`src/hw/texturePkg.sv`:
```
//////////////////////////////
// RGBA4444 texels, 1.15 coordinates
// Upload stream is fixed at 32 bits
// Sides from 1 to 128 texels
//////////////////////////////
`default_nettype none

package texturePkg;

    localparam int TEXEL_WIDTH     = 16;
    localparam int CHANNEL_WIDTH   = 4;
    localparam int STREAM_WIDTH    = 32;
    localparam int TEXELS_PER_WORD = STREAM_WIDTH / TEXEL_WIDTH;

    // Coordinate and filter weight layout
    localparam int COORD_FRAC_BITS = 15;
    localparam int FRAC_WIDTH      = 4;
    localparam int MAX_SIZE_EXP    = 7;

    // Red in 15..12, alpha in 3..0
    typedef logic [TEXEL_WIDTH - 1 : 0] texel_t;

    typedef logic [COORD_FRAC_BITS : 0] texCoord_t;     // 32768 is one full width

    typedef logic [2 : 0] sizeExp_t;                    // log2 of one side

    // Bit k set for 2**k texels, zero for a single texel
    typedef logic [MAX_SIZE_EXP : 0] sizeOneHot_t;

    typedef logic [STREAM_WIDTH - 1 : 0] streamWord_t;  // Even column in the low half

    typedef logic [1 : 0] cfgAddr_t;

    localparam cfgAddr_t CFG_SIZE_X = 2'd0;
    localparam cfgAddr_t CFG_SIZE_Y = 2'd1;
    localparam cfgAddr_t CFG_MODE   = 2'd2;             // Bit 0 selects bilinear

endpackage

`default_nettype wire

```
`src/hw/textureConfig.sv`:
```
//////////////////////////////
// All registers clear to 1x1 and nearest
// Address 3 is unused
//////////////////////////////
`default_nettype none
`timescale 1ns/1ps

module textureConfig
(
    input  wire                             aclk,
    input  wire                             resetn,

    input  wire                             cfgWrite,
    input  wire texturePkg::cfgAddr_t       cfgAddr,
    input  wire  [7 : 0]                    cfgData,

    output texturePkg::sizeExp_t            sizeExpX,
    output texturePkg::sizeExp_t            sizeExpY,
    output texturePkg::sizeOneHot_t         textureSizeX,
    output texturePkg::sizeOneHot_t         textureSizeY,
    output logic                            bilinear
);
    import texturePkg::*;

    // Zero exponent is a single texel and decodes to all zeros
    function automatic sizeOneHot_t toOneHot(sizeExp_t sizeExp);
        return (sizeExp == '0) ? '0 : sizeOneHot_t'(1) << sizeExp;
    endfunction

    always_ff @(posedge aclk)
    begin
        if (!resetn)
        begin
            sizeExpX <= '0;
            sizeExpY <= '0;
            bilinear <= 1'b0;
        end
        else if (cfgWrite)
        begin
            case (cfgAddr)
                CFG_SIZE_X: sizeExpX <= sizeExp_t'(cfgData);
                CFG_SIZE_Y: sizeExpY <= sizeExp_t'(cfgData);
                CFG_MODE:   bilinear <= cfgData[0];
                default:    ;
            endcase
        end
    end

    assign textureSizeX = toOneHot(sizeExpX);
    assign textureSizeY = toOneHot(sizeExpY);

endmodule

`default_nettype wire

```
`config.mk`:
```
export PLATFORM = sky130hd
export DESIGN_NAME = textureConfig
export DESIGN_NICKNAME = d
export VERILOG_FILES = /design/src/hw/texturePkg.sv /design/src/hw/textureConfig.sv
export SDC_FILE = /design/constraint.sdc
export NUM_CORES = 1
export LEC_CHECK = 0
export BUFFER_PORTS_ARGS = -buffer_cell sky130_fd_sc_hd__buf_2
export CAP_MARGIN = 20
export CORE_AREA = 2 2 39 41
export CTS_CLUSTER_SIZE = 28
export DETAILED_ROUTE_END_ITERATION = 6
export DIE_AREA = 0 0 41 43
export PLACE_DENSITY = 0.73
export SETUP_SLACK_MARGIN = 0.5
export SYNTH_ARGS = -nofsm -noshare
export SYNTH_HDL_FRONTEND = slang
export SYNTH_SLANG_ARGS = --single-unit
```
`constraint.sdc`:
```
create_clock -name aclk -period 0.8 [get_ports aclk]
set_input_delay 0.04 -clock aclk [delete_from_list [all_inputs] [get_ports aclk]]
set_output_delay 0.04 -clock aclk [all_outputs]
set_load 0.02 [all_outputs]
```
# Word level (Yosys, flattened, before mapping)
# Index checks and enable logic that the tools add are counted.
totals:
  regBits: 7
op_classes:
  reduce_logical: 6
  eq_ne: 2
  n_mux: 2
  shift: 2
op_table:
  columns: ["cell", "count"]
  rows:
  - ["$mux 8", 2]
  - ["$shl 1x3->8 const A", 2]
  - ["$logic_not 3->1", 2]
  - ["$reduce_and 2->1", 3]
  - ["$eq 2x1->1 const B", 1]
  - ["$eq 2x2->1 const B", 1]
  - ["$logic_not 2->1", 1]

# Longest topological paths before layout
logic_depth:
  ltp_word: 2
  mapped_depth: 3

# Worst setup path before layout
# No wires, ideal clock.
synth_timing:
  kind: "register to output"
  from: "reg sizeExpX[1]"
  to: "out textureSizeX[2]"
  t_arrival_ps: 1088
  path_stages_with_launch: 2
  path_slack_ps: -328
  required_ps: 760
  n_path_buf: 0
  path_cell_list: "dfxtp_1 nor3b_1"
synth_via:
  elab_chain_len: 2
  word_cells_on_any_way: 3
synth_lines:
  columns: ["item", "line", "source"]
  rows:
  - ["start, declared", "textureConfig.sv:17", "output texturePkg::sizeExp_t sizeExpX,"]
  - ["start signal, assigned", "textureConfig.sv:41", "CFG_SIZE_X: sizeExpX <= sizeExp_t'(cfgData);"]
  - ["$logic_not 3->1 or $shl 1x3->8 (tied branches)", "textureConfig.sv:27", "return (sizeExp == '0) ? '0 : sizeOneHot_t'(1) << sizeExp;"]
  - ["$mux 8 *", "textureConfig.sv:27", null]
  - ["end, declared", "textureConfig.sv:19", "output texturePkg::sizeOneHot_t textureSizeX,"]
# Mark *: on every way between the ends. The rest lies on a longest branch, timed or not.

# Worst setup path in the final report
layout_timing:
  from: "reg sizeExpX[0]"
  to: "out textureSizeX[6]"
# Same word-level chain as after synthesis.

==> flow_metrics.tcl <==
set metrics [dict create \
    status "complete, but fails checks" \
    violations "setup timing" \
    die_h_um 43 \
    yosysWarnings 0 \
    fin_ws_ns -0.2587 \
    cts_buffers 3 \
    grt_pass1_wl_um 1531 \
    clockBufferDepth 2 \
    synth_seq_cells 7 \
    antenna_found_initial 0 \
    vias 433 \
    rows 14 \
    wire_per_inst_um 10.48 \
    dpl.cell_count 89 \
    crit_type "flip-flop to primary output" \
    r2r_start "sizeExpX[1]" \
    finalPower_mw 0.8748 \
    slowest_delay_ns 0.41 \
    gp_congestion 0.6948 \
    maxCapViolCount 0 \
    p_clk_share_pct 35.4 \
    globalRouteOverflowTotal 0 \
    grt_max_degree 11 \
    critPathLaunch "sizeExpX[0]" \
    hold_path_class "input pin to flip-flop" \
    swShare_pct 27.42 \
    min_from "cfgData[1]" \
    avgSynthCellArea_um2 8.785 \
    cp_max_fo 9 \
    clock_sinks 7 \
    cts-root-buf "clkbuf_4" \
    end_kind "primary output" \
    slew_violations 0 \
    p_comb_share_pct 20.8 \
    firstDrtPassIters 2 \
    setup_violations 20 \
    diodes 0 \
    htreeDepth 1 \
    vias_per_cell 4.558 \
    ant_nets 0 \
    yosysSeqAreaShare_pct 33.94 \
    hold_viol 0 \
    io_pins 36 \
    vdd_drop_max_mv 0.7733 \
    finalClockSkew_ns 0 \
    place.port_buffers 28 \
    start_util_pct 29.84 \
    die_area_um2 1763 \
    wl_um 996 \
    crit_slowest_cell "dfxtp_4" \
    synthCells 47 \
    p_sw_mw 0.2399 \
    fin_nets 93 \
    cts_tree "yes" \
    insertion_delay_ns 0.24 \
    min_period_ns 1.059 \
    dpl.hpwl_um 719.2 \
    grt_pass1_vias 367 \
    rsz0062_at_grt "true" \
    drive_gt1_share_pct 70.89 \
    worstPathArrival_ns 1.02 \
    p_seq_share_pct 43.8 \
    clk_pin_slew_ns 0.05 \
    drc 0 \
    core_um2 1384 \
    syn_area_um2 412.9 \
    hold_buffers 0 \
    worstHoldPathCells 3 \
    die_w_um 41 \
    reg2reg_depth 2 \
    p_leak_nw 0.3849 \
    yosysUniqueCellTypes 12 \
    startpoint_type "flip-flop" \
    drt_iter0_markers 1 \
    cp_data_required_time_ns 0.76 \
    post-route-period-util_pct 132.3 \
    finalNonFillerCells 95 \
    grtUsageTotal_pct 12.69 \
    crit_chain "and3b_2 -> buf_6" \
    fmax_ghz 0.9446 \
    power.density_nw_per_um2 1051 \
    p_int_mw 0.6349 \
    synthToLayoutAreaGrowth_pct 101.5 \
]
power by group through the flow:
stage / clock (mW) / sequential [mW] / combinational, mW
after detailed placement: 0 / 0.387 / 0.146
after global routing: 0.352 / 0.386 / 0.197
after global placement: 0 / 0.386 / 0.144
after CTS: 0.324 / 0.381 / 0.169
final: 0.310 / 0.383 / 0.182
after floorplan: 0 / 0.398 / 0.0906
kinds of logic after synthesis:
family / count (synthesis) / share of synthesized area, %
other: 1 / 0.9082
muxes: 7 / 16.97
DFF: 7 / 33.94
and+or+nand+nor: 29 / 43.33
buffers and inverters: 3 / 4.846
layer usage:
| layer | part of all wire (%) | GRT usage [%] |
|---|---|---|
| met3 | 7.7 | 3.665 |
| met1 | 44 | 16.56 |
| met4 | 0 | 8.000 |
| met2 | 48 | 17.50 |
| met5 | 0 | 0 |
synthesized netlist by cell type:
cell type / number / area share (%)
nand2_1: 12 / 11
mux2i_1: 7 / 17
buf_2: 1 / 1.2
dfxtp_1: 7 / 34
nor2_1: 2 / 1.8
buf_4: 2 / 3.6
and3_1: 2 / 3.0
nand3b_1: 2 / 3.6
and3b_1: 4 / 8.5
nor3b_1: 6 / 11
conb_1: 1 / 0.91
nor3b_4: 1 / 4.5
final timing paths:
check	end	slack [ns]
worst max-delay path	textureSizeX[6]	-0.26
worst min-delay path	sizeExpY[1]	0.06
worst max register to register	sizeExpX[1]	0.11
worst min register to register	bilinear	0.48
state kept, by name (all words and copies together), names as in the netlist:
signal / count
bilinear: 1
sizeExpY: 3
sizeExpX: 3
placed cells by master (no fill, tap or decap):
cell type and count:
conb_1 2, nor2_2 2, clkbuf_4 3, and3b_2 4
buf_2 8, and3_2 2, nand2_2 1, nand3b_1 2
nand2_1 11, mux2i_1 7, dfxtp_4 7, buf_6 20
buf_4 2, clkbuf_1 1, nor3b_4 7
layout make-up:
cell class | count | area [um2]
sequential | 7 | 166.4
multi-input combinational | 38 | 339.1
clock buffer | 4 | 26.28
tap | 16 | 20.02
timing repair buffer | 30 | 280.3
fill | 121 | 551.8
worst max-delay path, delay by kind of cell, from the launching register on:
family	cells	cell delay (ns)
buffers and inverters	1	0.13
DFF	1	0.41
and+or+nand+nor	1	0.23
stage by stage:
| step | TNS (ns) | cell area [um2] | utilization, % | hold slack, ns | setup slack (ns) |
|---|---|---|---|---|---|
| finish | -3.576 | 832.0 | 60.13 | 0.05970 | -0.2587 |
| global route | -4.534 | 832.0 | 60.13 | 0.08193 | -0.3022 |
| CTS | -3.694 | 768.2 | 55.52 | 0.05438 | -0.2663 |
| detailed placement | 0 | 663.1 | 47.92 | 0.3183 | 0.005435 |
| global placement | 0 | 663.1 | 47.92 | 0.3164 | 0.007546 |
| floorplan | 0 | 523.0 | - | 0.1910 | 0.03353 |
timing repair:
action                     CTS  global route
buffers inserted             0             2
cloned                       0             0
resized for setup           26            15
hold endpoints to repair     0             0
setup endpoints to repair   28            28
No activity file was read; power rests on OpenSTA's default activity.
