===== config.mk =====
export PLATFORM = sky130hd
export DESIGN_NAME = texelFilter
export DESIGN_NICKNAME = d
export VERILOG_FILES = /design/src/hw/texturePkg.sv /design/src/hw/texelFilter.sv
export SDC_FILE = /design/constraint.sdc
export NUM_CORES = 1
export LEC_CHECK = 0
export BUFFER_PORTS_ARGS = -buffer_cell sky130_fd_sc_hd__clkbuf_2
export CORE_MARGIN = 2
export CORE_UTILIZATION = 57
export DETAILED_ROUTE_END_ITERATION = 6
export PLACE_DENSITY = 0.8
export SKIP_LAST_GASP = 1
export SYNTH_ARGS = -nofsm -noshare
export SYNTH_HDL_FRONTEND = slang
export SYNTH_SLANG_ARGS = --single-unit

===== constraint.sdc =====
create_clock -name aclk -period 9.4 [get_ports aclk]
set_clock_uncertainty 0.2 [all_clocks]
set_input_delay 1.41 -clock aclk [delete_from_list [all_inputs] [get_ports aclk]]
set_output_delay 1.41 -clock aclk [all_outputs]
set_load 0.02 [all_outputs]

===== src/hw/texturePkg.sv =====
//////////////////////////////
// RGBA4444 texels, 1.15 coordinates
// Upload stream is fixed at 32 bits
// Sides from 1 to 128 texels
//////////////////////////////
`default_nettype none

package texturePkg;

    localparam int TEXEL_WIDTH     = 16;
    localparam int CHANNEL_WIDTH   = 4;
    localparam int STREAM_WIDTH    = 32;
    localparam int TEXELS_PER_WORD = STREAM_WIDTH / TEXEL_WIDTH;

    // Coordinate and filter weight layout
    localparam int COORD_FRAC_BITS = 15;
    localparam int FRAC_WIDTH      = 4;
    localparam int MAX_SIZE_EXP    = 7;

    // Red in 15..12, alpha in 3..0
    typedef logic [TEXEL_WIDTH - 1 : 0] texel_t;

    typedef logic [COORD_FRAC_BITS : 0] texCoord_t;     // 32768 is one full width

    typedef logic [2 : 0] sizeExp_t;                    // log2 of one side

    // Bit k set for 2**k texels, zero for a single texel
    typedef logic [MAX_SIZE_EXP : 0] sizeOneHot_t;

    typedef logic [STREAM_WIDTH - 1 : 0] streamWord_t;  // Even column in the low half

    typedef logic [1 : 0] cfgAddr_t;

    localparam cfgAddr_t CFG_SIZE_X = 2'd0;
    localparam cfgAddr_t CFG_SIZE_Y = 2'd1;
    localparam cfgAddr_t CFG_MODE   = 2'd2;             // Bit 0 selects bilinear

endpackage

`default_nettype wire


===== src/hw/texelFilter.sv =====
//////////////////////////////
// Two stages, quad arrives one cycle after the coordinates
// Bilinear weights are 4-bit fractions, floor at each step
//////////////////////////////
`default_nettype none
`timescale 1ns/1ps

module texelFilter
(
    input  wire                             aclk,
    input  wire                             resetn,

    input  wire                             sampleValid,
    input  wire texturePkg::texCoord_t      texelX,
    input  wire texturePkg::texCoord_t      texelY,
    input  wire texturePkg::sizeExp_t       sizeExpX,
    input  wire texturePkg::sizeExp_t       sizeExpY,
    input  wire                             bilinear,

    // Quad from the buffer
    input  wire texturePkg::texel_t         texel00,
    input  wire texturePkg::texel_t         texel01,
    input  wire texturePkg::texel_t         texel10,
    input  wire texturePkg::texel_t         texel11,

    output logic                            pixelValid,
    output texturePkg::texel_t              pixel
);
    import texturePkg::*;

    typedef logic [FRAC_WIDTH - 1 : 0]    frac_t;
    typedef logic [CHANNEL_WIDTH - 1 : 0] channel_t;

    // Bits just below the index; zeros shift in below bit 0
    function automatic frac_t fracOf(texCoord_t coord, sizeExp_t sizeExp);
        logic [COORD_FRAC_BITS - 1 : 0] shifted;
        shifted = coord[COORD_FRAC_BITS - 1 : 0] << sizeExp;
        return shifted[COORD_FRAC_BITS - 1 -: FRAC_WIDTH];
    endfunction

    function automatic channel_t lerp(channel_t a, channel_t b, frac_t w);
        logic [CHANNEL_WIDTH + FRAC_WIDTH : 0] sum;
        sum = a * (2 ** FRAC_WIDTH - w) + b * w;
        return sum[FRAC_WIDTH +: CHANNEL_WIDTH];   // Floor of sum / 16
    endfunction

    frac_t  fracXD;
    frac_t  fracYD;
    logic   validD;
    texel_t blended;

    always_ff @(posedge aclk)
    begin
        fracXD <= fracOf(texelX, sizeExpX);
        fracYD <= fracOf(texelY, sizeExpY);
    end

    always_ff @(posedge aclk)
    begin
        if (!resetn)
        begin
            validD     <= 1'b0;
            pixelValid <= 1'b0;
        end
        else
        begin
            validD     <= sampleValid;
            pixelValid <= validD;
        end
    end

    // Horizontal pair first, then vertical, per channel
    always_comb
    begin
        for (int c = 0; c < TEXEL_WIDTH / CHANNEL_WIDTH; c++)
        begin
            blended[c * CHANNEL_WIDTH +: CHANNEL_WIDTH] = lerp(
                lerp(texel00[c * CHANNEL_WIDTH +: CHANNEL_WIDTH],
                     texel01[c * CHANNEL_WIDTH +: CHANNEL_WIDTH], fracXD),
                lerp(texel10[c * CHANNEL_WIDTH +: CHANNEL_WIDTH],
                     texel11[c * CHANNEL_WIDTH +: CHANNEL_WIDTH], fracXD),
                fracYD);
        end
    end

    always_ff @(posedge aclk)
    begin
        if (validD)
        begin
            pixel <= bilinear ? blended : texel00;  // Nearest bypasses the arithmetic
        end
    end

endmodule

`default_nettype wire


### Yosys cells after proc, flatten, opt, wreduce, memory -nomap -nowiden

Index checks and enable logic that the tools add are counted.

* flip-flop bits (word level): 26
* word-level logic and storage cells: 46
* output and inout bits: 17
* input bits: 106

* $add $sub $neg: 14
* multipliers: 24
* shifts and indexed selects: 2
* multiplexer cells: 1

Operators by type and width (count)
* multiplier 4 x 32 -> 8 bit: 10
* adder 8 bit: 12
* multiplier 4 x 4 -> 8 bit: 12
* left shift 15 x 3 -> 15 bit: 2
* multiplier 5 x 6 -> 8 bit: 2
* two-way mux 16 bit: 1
* subtractor 5 x 4 -> 6 bit, first input constant: 2

### Longest topological paths before layout

Gate-level depths: netlist (run 1).

* depth in word-level cells: 6
* depth in mapped cells: 40
* gate-level depth less buffers: 35

### Least setup slack after synthesis (run 1)

No wires, ideal clock.

* kind: flip-flop to flip-flop
* start point: reg fracXD[0]
* end point: reg pixel[3] (data pin)
* path slack: 0.195 ns
* clock period less this slack: 9.205 ns
* setup time: 0.260 ns
* cell stages (with the launch flop): 37
* arrival: 8.745 ns
* required time: 8.940 ns
* path buffers: 4
* cell sequence: dfxtp_1 -> buf_6 -> clkbuf_1 -> clkbuf_1 -> inv_1 -> ha_1 -> clkbuf_1 -> nand2_1 -> fa_1 -> fa_1 -> inv_1 -> fa_1 -> inv_1 -> fa_1 -> inv_1 -> ha_1 -> nand4_1 -> o31ai_1 -> o21a_1 -> o21a_1 -> nor2_1 -> xnor2_1 -> and2_1 -> fa_1 -> fa_1 -> fa_1 -> inv_1 -> fa_1 -> inv_1 -> ha_1 -> a21o_1 -> a21oi_1 -> o21bai_1 -> a31o_1 -> xnor2_1 -> xnor2_1 -> mux2_2

* longest elaborated chain between the ends: 6
* elaborated cells between the ends (all ways): 11
* classes of those cells: add/sub (4); mul (6); mux (1)

RTL lines
* start: declaration: line texelFilter.sv:47 `frac_t fracXD;`
* start signal: assignment: line texelFilter.sv:54 `fracXD <= fracOf(texelX, sizeExpX);`
* subtractor 5 x 4 -> 6 bit: line texelFilter.sv:43 `sum = a * (2 ** FRAC_WIDTH - w) + b * w;`
* multiplier 4 x 32 -> 8 bit: line texelFilter.sv:43
* adder 8 bit: line texelFilter.sv:43
* multiplier 4 x 32 -> 8 bit or multiplier 4 x 4 -> 8 bit (tied branches): line texelFilter.sv:43
* adder 8 bit *: line texelFilter.sv:43
* two-way mux 16 bit *: line texelFilter.sv:90 `pixel <= bilinear ? blended : texel00;`
* end signal: assignment: line texelFilter.sv:90
* end: declaration: line texelFilter.sv:27 `output texturePkg::texel_t pixel`

Every way passes the cells marked *; elsewhere a longest branch is shown, timed or not.
A chain may end at the register's enable or synchronous reset.

### Worst setup path in the final report (run 1)

* start point: in texel00[15]
* end point: reg pixel[15] (data pin)

* longest elaborated chain between the ends: 5

RTL lines
* start: declaration: line texelFilter.sv:21 `input wire texturePkg::texel_t texel00,`
* multiplier 4 x 32 -> 8 bit: line texelFilter.sv:43
* adder 8 bit: line texelFilter.sv:43
* multiplier 5 x 6 -> 8 bit: line texelFilter.sv:43
* adder 8 bit: line texelFilter.sv:43
* two-way mux 16 bit *: line texelFilter.sv:90

Marks and branches as above.

==> run_results.csv, run 1 <==
group,metric,value,unit
critical_path,r2r_setup_slack,440,ps
synthesis,syn-num-nets,2117,
hold_path,hold-path-cell-count,0,
floorplanning,dieArea,25520,um2
grt,grt.total_usage,0.2520,
grt,grt_pass1_vias,11420,
critical_path,r2r-start,"fracXD[2]",
drt,via_count,10480,
floorplanning,initial_utilization,0.5856,
sta,slew_viol_final,0,
grt,grt_pass1_wl,53.07,mm
synthesis,ys_warn_count,0,
outcome,status,"complete, no violations",
flow_run,max_cap_viol_count,0,
drt,routedWlPerCell,15.14,um
finish,final_cell_mix,"377 x inv_1, 274 x and2_1, 227 x fa_1, 196 x ha_1, 115 x nand2_1",
floorplanning,core,23610,um2
floorplanning,die_x,159.8,um
sta,final-setup-viol-count,0,
clocking,tritoncts,"yes",
finish,fin_nets,2225,
hold_path,min_path_type,"reg2reg",
critical_path,worst_path_largest_cell_delay,550,ps
clocking,cts_sinks,26,
clocking,insertion_delay,280,ps
sta,max_freq,110.3,MHz
sta,slew_headroom,0.3798,
place,dp_hpwl,25.69,mm
critical_path,crit_path_end_kind,"flop",
sta,rsz0062_at_grt,"yes",
drt,drtIter0Drc,571,
synthesis,synth_edf_count,16,
hold_path,whs_endpoint,"pixel[12]",
drt,drt_wl_total,30.48,mm
clocking,cts_root_buf,"clkbuf_16",
synthesis,yosysTopAreaCellShare,0.3301,
grt,grt_overflow,0,
sta,worstMarginPinSlew,929.0,ps
place,io_buffers,112,
critical_path,critPathRequiredTime,9250,ps
hold_path,hold_start,"validD",
drt,post-route-drc-count,0,
critical_path,crit_fanout,4,
critical_path,r2r_cells,32,
finish,final_common_cell,"inv_1",
critical_path,critPathLaunch,"texel00[15]",
drt,firstDrtPassIters,4,
synthesis,syn_inst,1587,
synthesis,synth.distinct_cells,55,
critical_path,crit_top_cell,"fa_1",
critical_path,startpoint_type,"input port",
finish,area_growth,8.778,%
critical_path,timing.rr.end,"pixel[15]",
place,routabilityCongestion,0.8914,
clocking,h-tree-depth,1,
synthesis,syn_area,13830,um2
synthesis,synth_seq_cells,26,
synthesis,yosys-top-cells-area,"fa_1 33%, ha_1 18%, and2_1 12%, inv_1 10%, xnor2_1 4.6%",
synthesis,syn_avg_cell_area,8.713,um2
clocking,path_clk_slew,90,ps
grt,antenna_found_initial,0,
critical_path,critPathKind,"in2reg",
sta,fin_ws,332.6,ps
floorplanning,die_h,159.8,um
place,dp_slack,-138.0,ps
critical_path,crit_arrival,8920,ps
synthesis,synth_flop_cell,"edfxtp_1",
floorplanning,fp-row-count,56,
drt,avgViaCountPerCell,5.208,
finish,fill_cells,1945,
clocking,cts_inserted_buffers,3,
synthesis,synthArstFlopShare,0,
sta,period_needed,9067,ps
sta,finalHoldViolCount,0,
grt,grt_max_degree,58,
synthesis,yosys.area.top_type,"fa_1",
finish,num_antenna_cells,0,
finish,drive_gt1_frac,0.1204,
drt,ant_nets,0,
sta,timing.final.crit_share,0.9646,
critical_path,cpMaxStageDelayCell,"fa_1",
clocking,cts_buffer_depth,2,
floorplanning,ioPinCount,123,
synthesis,seq_area_frac_synth,0.04923,
## how the worst max path moves through the flow
stage	endpoint	slack (ps)	depth (start not counted)
after global routing	pixel[15]	-60	32
after CTS	pixel[3]	170	31
final	pixel[15]	330	30
after floorplan	pixel[3]	200	36
after global placement	pixel[3]	-20	31
after detailed placement	pixel[3]	-140	31
## cell type report
class	count	area (um2)	area share
clock buffers	3	75.07	0.004991
clock inverters	1	30.03	0.001997
inverters	377	1415	0.09409
multi-input cells	1140	11610	0.7721
flip-flops and latches	26	681.9	0.04534
well taps	319	399.1	0.02654
repair buffers	147	827.0	0.05499
## routing by layer
metal	up-vias	share of wire	global-route usage
li1	5001	-	-
met1	5217	0.43	0.3288
met2	242	0.50	0.4496
met3	24	0.058	0.03766
met4	0	0.011	0.04504
met5	-	0	0
## registers in the layout (all words and copies together) (netlist names)
| name | flops |
|---|---|
| fracXD | 4 |
| fracYD | 4 |
| pixel | 16 |
| pixelValid | 1 |
| validD | 1 |
## cell usage after synthesis, types with 2 or more instances
master    count
or3b_2        2
and4b_4       2
o21ai_0      12
or2_2         5
mux2_2       22
a21oi_1      20
a31o_2        6
a21oi_2       2
nand4_1       4
o21a_1        9
a31o_1        2
and4b_1       2
nor3_1       13
nand3b_1      2
ha_1        196
inv_1       377
mux2i_1      15
o21bai_1      3
nor3b_1       2
clkbuf_1     41
nor2b_1       5
fa_1        228
and4_1        2
nand3_1       6
edfxtp_1     16
nor2_1       55
a21o_1       14
dfxtp_1      10
xnor2_1      72
a31oi_1       2
nand2b_1      8
nand2_1     115
and2_1      274
xor2_1       15
a221o_1       2
o21ai_1       2
o31ai_1       2
and3_1        5
## worst max-delay path, delay by kind of cell
| kind | cells | cell delay (ps) |
|---|---|---|
| and+or+nand+nor | 3 | 370 |
| buffers and inverters | 7 | 400 |
| muxes | 1 | 260 |
| AOI/OAI and AO/OA | 6 | 1340 |
| adders and majority gates | 10 | 4680 |
| xor gates and xnor gates | 3 | 470 |
## stage by stage
| step | area, um2 | utilization | TNS [ps] | cells | hold slack, ps |
|---|---|---|---|---|---|
| CTS | 15000 | 0.6353 | 0 | 2013 | 750.5 |
| finish | 15040 | 0.6370 | 0 | 2013 | 712.0 |
| global route | 15040 | 0.6370 | -61.93 | 2013 | 767.9 |
| global placement | 14900 | 0.6309 | -17.09 | 2009 | 722.4 |
| detailed placement | 14900 | 0.6309 | -138.0 | 2009 | 748.6 |
| floorplan | 13830 | - | 0 | 1587 | 490.1 |
## cells by family (layout without fill, tap and decap cells)
kind of cell,count (synthesis),after routing,share of synthesized area
adder cells (fa/ha/maj),424,424,0.5075
AND/OR/NAND/NOR,506,506,0.1999
XOR/XNOR,88,88,0.05628
flip-flops,26,26,0.04923
buffers and inverters,421,528,0.1149
AO/OA/AOI/OAI,83,83,0.04135
multiplexers,39,39,0.03086
## timing repair
action,4_1_cts,5_1_grt
setup endpoints to repair,0,7
hold buffers,0,0
setup buffers,0,0
gates resized for setup,0,8
Power of run 1 is left out: the tool's default activity adds up to more than one toggle a clock period on the data nets, which glitch-free logic cannot reach.
==> run 2, diff against run 1 <==
ABC_AREA = 1   (was not set)
CORE_UTILIZATION = 58   (was 57)
PLACE_DENSITY = 0.81   (was 0.8)
==> run_results.csv, run 2 <==
group,metric,value,unit
place,dp_hpwl,28.76,mm
floorplanning,core,24390,um2
clocking,ctsResizeCount,0,
floorplanning,fp-row-count,57,
synthesis,synth_compound_area_frac,0.02785,
critical_path,timing.rr.end,"pixel[7]",
sta,slew_viol_final,0,
synthesis,synth_seq_cells,26,
drt,drtIter0Drc,778,
sta,rsz0062_at_grt,"no",
clocking,insertion_delay,280,ps
grt,grt_max_degree,34,
clocking,cts_setup_buffers,0,
sta,max_freq,113.1,MHz
drt,firstDrtPassIters,7,
synthesis,synth_most_common_cell,"inv_1",
finish,top_register,"pixel",
finish,final_common_cell,"inv_1",
flow_run,max_cap_viol_count,0,
synthesis,yosys.area.top_type,"fa_1",
drt,drt_wl_total,33.43,mm
place,routabilityCongestion,0.8781,
synthesis,syn_area,14470,um2
synthesis,seq_area_frac_synth,0.04704,
hold_path,hold-path-cell-count,2,
synthesis,synth_mux_area_frac,0.005534,
clocking,path_clk_slew,80,ps
critical_path,crit_arrival,8660,ps
critical_path,worst_path_largest_cell_delay,560,ps
drt,routedWlPerCell,13.88,um
clocking,h-tree-depth,1,
synthesis,syn_avg_cell_area,7.234,um2
clocking,cts_root_buf,"clkbuf_16",
finish,largestRegisters,"pixel: 16 flops, fracXD: 4 flops, fracYD: 4 flops",
floorplanning,dieArea,26230,um2
synthesis,synthXorXnorAreaFrac,0.03978,
critical_path,crit_fanout,12,
finish,stdcell_count,2409,
critical_path,startpoint_type,"flop",
critical_path,r2r_setup_slack,550,ps
critical_path,crit_path_end_kind,"flop",
synthesis,netlist_top_cells_count,"615 x inv_1, 367 x nand2_1, 228 x fa_1",
finish,largest_reg_flops,16,
grt,grt.total_usage,0.2687,
sta,worstMarginPinSlew,898.4,ps
sta,timing.final.crit_share,0.9410,
critical_path,critPathRequiredTime,9220,ps
synthesis,yosysTopAreaCellShare,0.3155,
grt,grt_overflow,0,
synthesis,synth_flop_cell,"edfxtp_1",
hold_path,whs_endpoint,"pixelValid",
finish,fill_cells,2148,
grt,grt_pass1_vias,12760,
sta,hold_slack,622.8,ps
synthesis,synth.distinct_cells,43,
synthesis,ys_warn_count,0,
synthesis,syn-num-nets,2530,
place,io_buffers,112,
finish,final_cell_mix,"615 x inv_1, 367 x nand2_1, 228 x fa_1, 212 x nor2_1, 196 x ha_1",
drt,ant_nets,0,
drt,avgViaCountPerCell,5.090,
floorplanning,initial_utilization,0.5932,
critical_path,crit_top_cell,"fa_1",
drt,post-route-drc-count,0,
finish,area_growth,6.598,%
synthesis,yosys-top-cells-area,"fa_1 32%, ha_1 17%, inv_1 16%, nand2_1 9.5%, nor2_1 5.5%",
finish,drive_gt1_frac,0.09885,
synthesis,synth_edf_count,16,
clocking,cts_hold_buf,0,
finish,fin_nets,2616,
clocking,cts_inserted_buffers,3,
floorplanning,die_x,161.9,um
clocking,cts_sinks,26,
hold_path,min_path_type,"reg2reg",
synthesis,synth-simple-area-share,0.2169,
hold_path,hold_start,"validD",
place,placed_cells,2405,
critical_path,r2r-start,"fracXD[0]",
synthesis,syn_inst,2000,
sta,setup_tns,0,ps
sta,finalHoldViolCount,0,
critical_path,cp_num_buf_inv,7,
grt,antenna_found_initial,1,
clocking,tritoncts,"yes",
sta,final-setup-viol-count,0,
synthesis,synth_fa_ha_area_frac,0.4850,
sta,slew_headroom,0.4002,
critical_path,cp_top_family,"adder cells",
floorplanning,ioPinCount,123,
critical_path,r2r_cells,39,
sta,period_needed,8845,ps
synthesis,synth_top_family_by_area,"adder cells",
floorplanning,die_h,161.9,um
critical_path,cpMaxStageDelayCell,"fa_1",
synthesis,synthArstFlopShare,0,
outcome,status,"complete, no violations",
grt,grt_pass1_wl,57.58,mm
critical_path,critPathKind,"reg2reg",
drt,via_count,12260,
clocking,cts_buffer_depth,2,
## run 2: changes by cell type after synthesis, sizes merged, moves of 9 or more
cell	before	now
mux2	23	0
nand2	115	390
o21ai	14	23
xnor2	72	31
xor2	16	27
nand3	6	87
a21o	14	4
nor2	55	216
and2	274	0
nand4	4	15
or2	6	20
inv	377	626
buf	3	16
## run 2: cell type report
type                       count  area, um2  area share
multi-input combinational   1299      11210      0.7270
antenna                        1      2.502   0.0001622
clock buffer                   3      75.07    0.004867
tap                          324      405.4     0.02628
sequential                    26      681.9     0.04421
timing repair buffer         130      695.7     0.04510
inverter                     626       2350      0.1523
## run 2: worst register-to-register path: cells and delay by family (launching register included)
| kind | cells | cell delay (ps) |
|---|---|---|
| xor+xnor | 1 | 230 |
| compound gates | 2 | 510 |
| fa+ha+maj | 11 | 5070 |
| simple gates | 18 | 1480 |
| buf+inv | 7 | 620 |
| flops | 1 | 500 |
## run 2: worst max-delay path by stage
stage | start | end | slack (ps) | cells after the start
CTS | fracXD[0] | pixel[7] | 580 | 39
floorplan | fracXD[0] | pixel[7] | 650 | 40
detailed placement | texel11[0] | pixel[2] | 420 | 38
global route | fracXD[0] | pixel[7] | 80 | 39
global placement | texel11[0] | pixel[2] | 530 | 38
finish | fracXD[0] | pixel[7] | 550 | 39
## run 2: cell families after synthesis
family                   after synthesis
buffers and inverters                675
AND/OR/NAND/NOR                      742
adder cells (fa/ha/maj)              424
flip-flops                            26
XOR/XNOR                              58
multiplexers                           8
AO/OA/AOI/OAI                         67
## run 2: through the flow
stage,util,cell area (um2),setup WS (ps)
2_1_floorplan,-,14470,652.7
3_3_place_gp,0.6292,15350,531.2
3_5_place_dp,0.6292,15350,418.7
4_1_cts,0.6322,15420,579.6
5_1_grt,0.6322,15420,77.38
6_report,0.6323,15420,554.6
## run 2: metal layers
layer | vias up | part of all wire | global-route usage
li1 | 5940 | - | -
met3 | 56 | 0.070 | 0.03090
met5 | - | 0 | 0
met2 | 382 | 0.49 | 0.4787
met1 | 5884 | 0.42 | 0.3489
met4 | 0 | 0.021 | 0.06879
Power of run 2 is left out for the same reason.
